[config.mk]
export PLATFORM = sky130hd
export DESIGN_NAME = timer_host
export DESIGN_NICKNAME = d
export VERILOG_FILES = /design/src/common/timer_pkg.sv /design/src/design/timer_host.sv /design/src/design/timer_event_collector.sv /design/src/timer_channel/timer_channel.sv /design/src/design/timer_cmd_decoder.sv
export SDC_FILE = /design/constraint.sdc
export NUM_CORES = 2
export LEC_CHECK = 0
export ABC_AREA = 1
export BUFFER_PORTS_ARGS = -buffer_cell sky130_fd_sc_hd__buf_4
export CAP_MARGIN = 20
export CORE_ASPECT_RATIO = 1.2
export CORE_MARGIN = 4
export CORE_UTILIZATION = 45
export DETAILED_ROUTE_END_ITERATION = 16
export GPL_TIMING_DRIVEN = 0
export HOLD_SLACK_MARGIN = 0.05
export PLACE_DENSITY_LB_ADDON = 0.05
export SETUP_SLACK_MARGIN = 0.4
export SKIP_LAST_GASP = 1
export SYNTH_ARGS = -nofsm -noshare
export SYNTH_HDL_FRONTEND = slang
export SYNTH_SLANG_ARGS = --single-unit
[constraint.sdc]
create_clock -name clk -period 39.3 [get_ports clk]
set_clock_uncertainty 0.15 [all_clocks]
set_input_delay 3.93 -clock clk [delete_from_list [all_inputs] [get_ports clk]]
set_output_delay 3.93 -clock clk [all_outputs]
set_load 0.01 [all_outputs]
[src/common/timer_pkg.sv]
/* Timer subsystem shared types */
package timer_pkg;

    localparam int num_channels = 8;
    localparam int chan_w = 3;            // Channel index width
    localparam int count_w = 32;          // Counter and compare width
    localparam int prescale_w = 8;

    localparam logic kind_match = 1'b0;
    localparam logic kind_overflow = 1'b1;

    typedef enum logic [1:0] {
        op_compare = 2'd0,                // Write compare value
        op_load    = 2'd1,                // Write count
        op_control = 2'd2                 // Prescale, enable, clear
    } timer_op_e;

    typedef struct packed {
        logic [21:0] reserved;
        logic clear;                      // Zero count and prescale counter
        logic enable;
        logic [prescale_w-1:0] prescale;
    } timer_ctrl_t;

    // Same payload word, seen as a count or as control fields
    typedef union packed {
        logic [count_w-1:0] value;
        timer_ctrl_t ctrl;
    } timer_payload_u;

    typedef struct packed {
        timer_op_e op;
        logic [chan_w-1:0] channel;
        timer_payload_u payload;
    } timer_cmd_t;

    typedef struct packed {
        logic wr_compare;
        logic wr_load;
        logic wr_control;
        timer_payload_u payload;
    } chan_write_t;

    typedef struct packed {
        logic match;                      // One-cycle pulse
        logic overflow;                   // One-cycle pulse, count is 0
        logic [count_w-1:0] count;
    } chan_event_t;

    typedef struct packed {
        logic [chan_w-1:0] channel;
        logic kind;                       // 0 match, 1 overflow
        logic [count_w-1:0] count;
    } timer_event_t;

endpackage
[src/design/timer_host.sv]
/* Multi-channel timer host */
`timescale 1ns/1ps

module timer_host (
    input  logic clk,
    input  logic rst,
    input  logic cmd_valid,
    input  timer_pkg::timer_cmd_t cmd,
    output logic evt_valid,
    output timer_pkg::timer_event_t evt,
    output logic [timer_pkg::num_channels-1:0] match_flags
);

    timer_pkg::chan_write_t chan_wr [timer_pkg::num_channels];
    timer_pkg::chan_event_t chan_events [timer_pkg::num_channels];
    logic [timer_pkg::num_channels-1:0] clear_flag;

    timer_cmd_decoder decoder_i (
        .clk        (clk),
        .rst        (rst),
        .cmd_valid  (cmd_valid),
        .cmd        (cmd),
        .chan_wr    (chan_wr),
        .clear_flag (clear_flag)
    );

    // All channels count in parallel
    for (genvar g = 0; g < timer_pkg::num_channels; g++) begin : gen_chan
        timer_channel channel_i (
            .clk       (clk),
            .rst       (rst),
            .wr        (chan_wr[g]),
            .event_out (chan_events[g])
        );
    end

    timer_event_collector collector_i (
        .clk         (clk),
        .rst         (rst),
        .chan_events (chan_events),
        .clear_flag  (clear_flag),
        .evt_valid   (evt_valid),
        .evt         (evt),
        .match_flags (match_flags)
    );

endmodule

[src/design/timer_event_collector.sv]
/* Timer event collector */
`timescale 1ns/1ps

module timer_event_collector (
    input  logic clk,
    input  logic rst,
    input  timer_pkg::chan_event_t chan_events [timer_pkg::num_channels],
    input  logic [timer_pkg::num_channels-1:0] clear_flag,
    output logic evt_valid,
    output timer_pkg::timer_event_t evt,
    output logic [timer_pkg::num_channels-1:0] match_flags
);

    logic [timer_pkg::num_channels-1:0] pend_match;
    logic [timer_pkg::num_channels-1:0] pend_ovf;
    logic [timer_pkg::count_w-1:0] match_cnt [timer_pkg::num_channels];
    logic [timer_pkg::count_w-1:0] ovf_cnt [timer_pkg::num_channels];
    logic sel_found;
    logic [timer_pkg::chan_w-1:0] sel_chan;
    logic sel_kind;

    // Lowest channel wins, overflow ahead of match
    always_comb begin
        sel_found = 1'b0;
        sel_chan = '0;
        sel_kind = timer_pkg::kind_match;
        for (int i = 0; i < timer_pkg::num_channels; i++) begin
            if (!sel_found && (pend_ovf[i] || pend_match[i])) begin
                sel_found = 1'b1;
                sel_chan = timer_pkg::chan_w'(i);
                sel_kind = pend_ovf[i] ? timer_pkg::kind_overflow : timer_pkg::kind_match;
            end
        end
    end

    always_ff @(posedge clk or posedge rst) begin
        if (rst) begin
            pend_match <= '0;
            pend_ovf <= '0;
            evt_valid <= 1'b0;
            match_flags <= '0;
        end else begin
            evt_valid <= sel_found;
            if (sel_found) begin
                if (sel_kind == timer_pkg::kind_overflow) begin
                    pend_ovf[sel_chan] <= 1'b0;
                end else begin
                    pend_match[sel_chan] <= 1'b0;
                    match_flags[sel_chan] <= 1'b1;     // Sticky until cleared
                end
            end
            for (int i = 0; i < timer_pkg::num_channels; i++) begin
                if (chan_events[i].match) pend_match[i] <= 1'b1;
                if (chan_events[i].overflow) pend_ovf[i] <= 1'b1;
                if (clear_flag[i]) match_flags[i] <= 1'b0;
            end
        end
    end

    always_ff @(posedge clk) begin
        for (int i = 0; i < timer_pkg::num_channels; i++) begin
            if (chan_events[i].match) match_cnt[i] <= chan_events[i].count;
            if (chan_events[i].overflow) ovf_cnt[i] <= chan_events[i].count;
        end
        if (sel_found) begin
            evt.channel <= sel_chan;
            evt.kind <= sel_kind;
            evt.count <= (sel_kind == timer_pkg::kind_overflow) ? ovf_cnt[sel_chan]
                                                                : match_cnt[sel_chan];
        end
    end

endmodule

[src/timer_channel/timer_channel.sv]
/* Single timer channel */
`timescale 1ns/1ps

module timer_channel (
    input  logic clk,
    input  logic rst,
    input  timer_pkg::chan_write_t wr,
    output timer_pkg::chan_event_t event_out
);

    logic [timer_pkg::prescale_w-1:0] prescale;
    logic [timer_pkg::prescale_w-1:0] psc_cnt;
    logic enable;
    logic [timer_pkg::count_w-1:0] compare;
    logic [timer_pkg::count_w-1:0] count;
    logic [timer_pkg::count_w-1:0] count_next;
    logic match_q;
    logic overflow_q;
    logic tick;

    assign tick = enable && (psc_cnt >= prescale);         // Prescaler terminal value
    assign count_next = count + 1'b1;

    always_ff @(posedge clk or posedge rst) begin
        if (rst) begin
            prescale <= '0;
            psc_cnt <= '0;
            enable <= 1'b0;
            compare <= '1;
            count <= '0;
            match_q <= 1'b0;
            overflow_q <= 1'b0;
        end else begin
            match_q <= 1'b0;
            overflow_q <= 1'b0;

            if (tick) begin
                psc_cnt <= '0;
                count <= count_next;
                match_q <= (count_next == compare);
                overflow_q <= (count == '1);               // Wrap to zero
            end else if (enable) begin
                psc_cnt <= psc_cnt + 1'b1;
            end

            if (wr.wr_compare) begin
                compare <= wr.payload.value;
            end

            // A load replaces any increment on this edge
            if (wr.wr_load) begin
                count <= wr.payload.value;
                match_q <= 1'b0;
                overflow_q <= 1'b0;
            end

            if (wr.wr_control) begin
                prescale <= wr.payload.ctrl.prescale;
                enable <= wr.payload.ctrl.enable;
                if (wr.payload.ctrl.clear) begin
                    count <= '0;
                    psc_cnt <= '0;
                    match_q <= 1'b0;
                    overflow_q <= 1'b0;
                end
            end
        end
    end

    assign event_out.match = match_q;
    assign event_out.overflow = overflow_q;
    assign event_out.count = count;                        // Holds the post-increment value

endmodule

[src/design/timer_cmd_decoder.sv]
/* Timer command decoder */
`timescale 1ns/1ps

module timer_cmd_decoder (
    input  logic clk,
    input  logic rst,
    input  logic cmd_valid,
    input  timer_pkg::timer_cmd_t cmd,
    output timer_pkg::chan_write_t chan_wr [timer_pkg::num_channels],
    output logic [timer_pkg::num_channels-1:0] clear_flag
);

    logic cmd_valid_q;
    timer_pkg::timer_cmd_t cmd_q;
    logic [timer_pkg::num_channels-1:0] wr_compare_q;
    logic [timer_pkg::num_channels-1:0] wr_load_q;
    logic [timer_pkg::num_channels-1:0] wr_control_q;
    timer_pkg::timer_payload_u payload_q;

    // First stage captures the strobe
    always_ff @(posedge clk or posedge rst) begin
        if (rst) begin
            cmd_valid_q <= 1'b0;
        end else begin
            cmd_valid_q <= cmd_valid;
        end
    end

    always_ff @(posedge clk) begin
        if (cmd_valid) begin
            cmd_q <= cmd;
        end
        payload_q <= cmd_q.payload;                        // Shared by all channels
    end

    // Second stage decodes into per-channel strobes
    always_ff @(posedge clk or posedge rst) begin
        if (rst) begin
            wr_compare_q <= '0;
            wr_load_q <= '0;
            wr_control_q <= '0;
            clear_flag <= '0;
        end else begin
            for (int i = 0; i < timer_pkg::num_channels; i++) begin
                wr_compare_q[i] <= cmd_valid_q && cmd_q.channel == timer_pkg::chan_w'(i)
                                   && cmd_q.op == timer_pkg::op_compare;
                wr_load_q[i] <= cmd_valid_q && cmd_q.channel == timer_pkg::chan_w'(i)
                                && cmd_q.op == timer_pkg::op_load;
                wr_control_q[i] <= cmd_valid_q && cmd_q.channel == timer_pkg::chan_w'(i)
                                   && cmd_q.op == timer_pkg::op_control;
                clear_flag[i] <= cmd_valid_q && cmd_q.channel == timer_pkg::chan_w'(i)
                                 && cmd_q.op == timer_pkg::op_control
                                 && cmd_q.payload.ctrl.clear;  // Ctrl view of payload
            end
        end
    end

    always_comb begin
        for (int i = 0; i < timer_pkg::num_channels; i++) begin
            chan_wr[i].wr_compare = wr_compare_q[i];
            chan_wr[i].wr_load = wr_load_q[i];
            chan_wr[i].wr_control = wr_control_q[i];
            chan_wr[i].payload = payload_q;
        end
    end

endmodule

## Word level (Yosys, flattened, before mapping)

Memory sizes are Yosys's and may differ from the RTL's.
Cells that the tools add are included.

- Register bits after elaboration: 827
- Memory bits (writable): 512
- Input bits: 40
- Output and inout bits: 45
- Memories kept: 2

- Add/subtract/negate cells: 16
- Magnitude comparators: 10
- Eq/ne operators: 41
- Mux-type cells: 224
- Bitwise logic cells: 4
- Reduce and logical (&&, ||, !) cells: 129

Memories:

| name | depth | width | read ports | clocked after Yosys merged registers in | wr ports | RTL line | source |
|---|---|---|---|---|---|---|---|
| collector_i.match_cnt | 8 | 32 | 1 | 0 | 8 | timer_event_collector.sv:16 | `logic [timer_pkg::count_w-1:0] match_cnt [timer_pkg::num_channels];` |
| collector_i.ovf_cnt | 8 | 32 | 1 | 0 | 8 | timer_event_collector.sv:17 | `logic [timer_pkg::count_w-1:0] ovf_cnt [timer_pkg::num_channels];` |

Operator list:

| operator | count |
|---|---|
| $mux W32 | 33 |
| $mux W8 | 38 |
| $add A32 B1 Y32 const B | 8 |
| $eq A32 B32 Y1 | 8 |
| $eq A32 B32 Y1 const B | 8 |
| $mux W1 | 146 |
| $add A8 B1 Y8 const B | 8 |
| $ge A8 B8 Y1 | 8 |
| $reduce_bool A2 Y1 | 32 |
| $logic_and A1 B1 Y1 | 56 |
| $reduce_and A2 Y1 | 24 |
| $ne A2 B2 Y1 const B | 16 |
| $and A8 B8 Y8 | 2 |
| $eq A3 B3 Y1 const B | 4 |
| $mux W3 | 4 |
| $logic_or A1 B1 Y1 | 8 |
| $not A8 Y8 | 1 |
| $or A8 B8 Y8 | 1 |
| $logic_not A1 Y1 | 7 |
| $eq A3 B2 Y1 const B | 2 |
| $lt A3 B4 Y1 const B | 1 |
| $mux W2 | 2 |
| $demux W1 S3 | 1 |
| $eq A3 B1 Y1 const B | 1 |
| other kinds (5) | 5 |

## Longest topological paths before layout

- Depth after elaboration: 32
- Gate-level depth with buffers: 17
- Mapped depth without buffers: 17

## Cells and area by module

From an unflattened synthesis, not the netlist that was laid out.

- Cell total of the unflattened synthesis: 8452
- Area, all modules: 71073.2 µm²

By module, submodules not included:

| module | instances | cells each | area each (µm²) | seq. area each (µm²) |
|---|---|---|---|---|
| timer_channel (gen_chan[0].channel_i ...) | 7 | 789 | 5490.3 | 2117.0 |
| timer_event_collector | 1 | 1775 | 22690.5 | 17081.4 |
| timer_channel (gen_chan[7].channel_i) | 1 | 762 | 5378.9 | 2117.0 |
| timer_cmd_decoder | 1 | 392 | 4571.9 | 2577.5 |

## Worst setup path before layout

Ideal clock, no wire load.

- Path kind: register to output
- Start point: reg collector_i.evt[0] (netlist name)
- End point: out evt[0] in the netlist's numbering
- Arrival: 394 ps
- Data required time: 35220 ps
- Slack: 34826 ps
- Cell stages (with the launch flop): 1
- Buffers on the path: 0
- Path through: edfxtp_1

RTL lines:

| what | RTL line | source |
|---|---|---|
| end: declaration | timer_host.sv:10 | `output timer_pkg::timer_event_t evt,` |

No word-level cell between the ends.

==> flow_summary_export.csv <==
group,metric,value,unit
global_route,grt_pass1_vias,54400,
critical_path,crit_path_frequent_cell,"buf_16",
clocking,cts_buffer_depth,3,
layout,n_fill_cell,13700,
drt,wl,302000,um
critical_path,crit_type,"input port to asynchronous set/reset pin",
drt,firstDrtPassIters,6,
yosys,synth.largest_area_cell,"edfxtp_1",
critical_path,critical_path.slowest_cell,"buf_16",
timing,period_share,0.139,
min_path,hold_path.class,"register to register",
power_and_ir_drop,intPower,3.16,mW
placement,io_buffers,84,
die,die_h,425,um
clocking,insertion_delay,0.83,ns
layout,layout-drive-gt1-share,0.101,
global_route,grtUsageTotal,0.394,
timing,fin_hold_ws,0.182,ns
clocking,numCtsBuffers,149,
critical_path,crit_path_start,"rst",
critical_path,cp_slowest_stage_delay,0.45,ns
yosys,ys_seq_area_frac,0.561,
layout,mostFrequentLayoutCells,"2183 x nand2_1, 676 x nor2_1, 670 x inv_1",
timing,slew_viol_final,0,
die,core_area,144000,um^2
power_and_ir_drop,pwr-share-seq,0.460,
critical_path,path_delay_family,"buffers and inverters",
drt,wl_per_cell,30.8,um
outcome,violations,"antenna rules",
yosys,ys.flop_type,"edfxtp_1",
clocking,cts.clk_slew.worst_paths,0.06,ns
timing,fin_ws,33.85,ns
die,num_rows,152,
placement,gp_congestion,1.02,
yosys,synthesis.nets,7530,
drt,drtIter0Drc,8297,
yosys,synthesis.area,65200,um^2
critical_path,cp_max_fo,113,
min_path,min_from,"decoder_i.cmd_q[0]",
clocking,post_cts.repair.setup_buffers,0,
clocking,ctsHtreeMaxLevel,4,
timing,period_needed,5.45,ns
critical_path,crit_buf_inv,5,
clocking,clock-sinks,1339,
outcome,status,"finished with violations",
global_route,grt_max_degree,114,
critical_path,cp_cell_sequence,"buf_4, inv_8, buf_16, buf_16, buf_16",
clocking,cts_tree,"yes",
power_and_ir_drop,power.total,5.24,mW
die,fp.dieArea,151000,um^2
timing,tns,0,ns
yosys,ys_ff_latch,1339,
yosys,synth_top_area_frac,0.269,
yosys,syn_inst,7410,
critical_path,reg2reg_from,"decoder_i.payload_q[9]",
power_and_ir_drop,peakVddDrop,0.0511,mV
layout,area_delta_synth_final,14.4,%
power_and_ir_drop,switching_share,0.396,
clocking,hold_buffers,0,
critical_path,start_kind,"input port",
timing,rsz0062_at_grt,"no",
global_route,antenna_found_initial,41,
timing,setup_viol,0,
die,fp.dieW,355,um
timing,worst_slew_pin_slew,1.22,ns
layout,final_cell_count_no_fill,9781,
drt,routed_via_density,5.98,
global_route,grt_pass1_wl,416000,um
yosys,syn_area_per_cell,8.80,um^2
power_and_ir_drop,p_comb_frac,0.262,
yosys,ys_async_sr_fraction,0.539,
drt,remaining_drc_errors,0,
die,start_util,0.454,
die,num_io_pins,85,
yosys,yosys_warnings,0,
drt,vias,58500,
layout,layout_commonest_cell,"nand2_1",
clocking,root_buffer,"clkbuf_16",
placement,placed_cells,9471,
job,cap_violations,0,
power_and_ir_drop,switchingPower,2.08,mW
yosys,synth-edff-count,585,
power_and_ir_drop,power.share.clock,0.279,
timing,max_clock_freq,183,MHz
clocking,cts_resized,0,
drt,ant_nets,1,
critical_path,reg2reg_slack,35.33,ns
power_and_ir_drop,leakage,30.6,nW
yosys,yosysUniqueCellTypes,56,
timing,relSlewSlack,0.186,
global_route,grt_overflow,0,
critical_path,cp_data_required_time,40.06,ns
critical_path,worstSetupEndpointType,"asynchronous set/reset pin",
placement,hpwl,231000,um
placement,dpl_worst_slack,32.98,ns
power_and_ir_drop,p_per_area,70.3,nW/um^2
timing,hold_viol_final,0,
layout,fin_nets,7818,
yosys,synth_area_leaders,"edfxtp_1 27%, dfrtp_1 18%, nand2_1 13%",
critical_path,cp.arrival,6.21,ns
-- cell type report --
cell class,count,area [um^2],share of cell area
sequential,1339,36600,0.491
multi-input combinational,5079,24800,0.332
clock buffer,209,4180,0.0560
inverter,688,2590,0.0347
tap,1925,2410,0.0323
timing repair buffer,137,1810,0.0243
buffer,304,1280,0.0172
clock inverter,67,822,0.0110
antenna,33,82.6,0.00111
-- metrics by stage --
stage,util,cell area [um^2]
floorplan,-,65200
global placement,0.475,68200
detailed placement,0.484,69500
CTS,0.519,74500
global route,0.519,74500
finish,0.519,74600
-- synth_stat cells (28+ instances only) --
cell / instances
a21oi_1: 335
nand4_1: 160
clkbuf_1: 249
o211ai_1: 46
ha_1: 80
inv_1: 672
nor2_1: 676
xor2_1: 145
o22ai_1: 53
dfxtp_1: 32
edfxtp_1: 585
dfrtp_1: 466
mux2_2: 28
o21bai_1: 33
dfstp_2: 256
a22oi_1: 65
nand2_1: 2183
nand3_1: 404
o21ai_0: 487
nor3_1: 113
-- layer usage --
metal  share of wire  routed length (um)  global-route usage
met1            0.40              121000               0.537
met2            0.42              128000               0.576
met3            0.11               31700              0.0908
met4           0.069               20800               0.234
met5         0.00083                 249                   0
-- state kept, by name, summed over array words and instances, names as in the netlist, 32 cells and up --
name and count:
collector_i.match_cnt 256, collector_i.ovf_cnt 256, gen_chan.channel_i.compare 256, gen_chan.channel_i.count 256, gen_chan.channel_i.prescale 64, gen_chan.channel_i.psc_cnt 64, decoder_i.cmd_q 37, collector_i.evt 36
decoder_i.payload_q 32
-- power by group through the flow --
stage               Combinational (mW)  Clock, mW  Sequential, mW
finish                            1.37       1.46            2.41
global route                      1.53       1.53            2.41
CTS                               1.34       1.47            2.38
detailed placement                1.33          0            2.41
global placement                  1.30          0            2.40
floorplan                        0.964          0            2.08
-- worst paths after layout --
| kind | end | depth (start not counted) |
|---|---|---|
| max | gen_chan[0].channel_i.compare[19] | 5 |
| min | decoder_i.payload_q[0] | 0 |
| max reg2reg | gen_chan[1].channel_i.count[31] | 9 |
| min reg2reg | decoder_i.payload_q[0] | 0 |
| max in group clk | match_flags[2] | 1 |
| min in group asynchronous | gen_chan[4].channel_i.prescale[2] | 2 |
-- cell families (layout without fill, tap and decap cells) --
family / count (synthesis) / in the layout / synth area share
AND/OR/NAND/NOR: 3625 / 3625 / 0.230
flip-flops: 1339 / 1339 / 0.561
AO/OA/AOI/OAI: 1165 / 1165 / 0.103
buffers and inverters: 992 / 1405 / 0.0585
XOR/XNOR: 181 / 181 / 0.0277
adder cells (fa/ha/maj): 80 / 80 / 0.0154
multiplexers: 28 / 28 / 0.00484
other: 0 / 33 / 0
(Power assumes the default switching activity.)
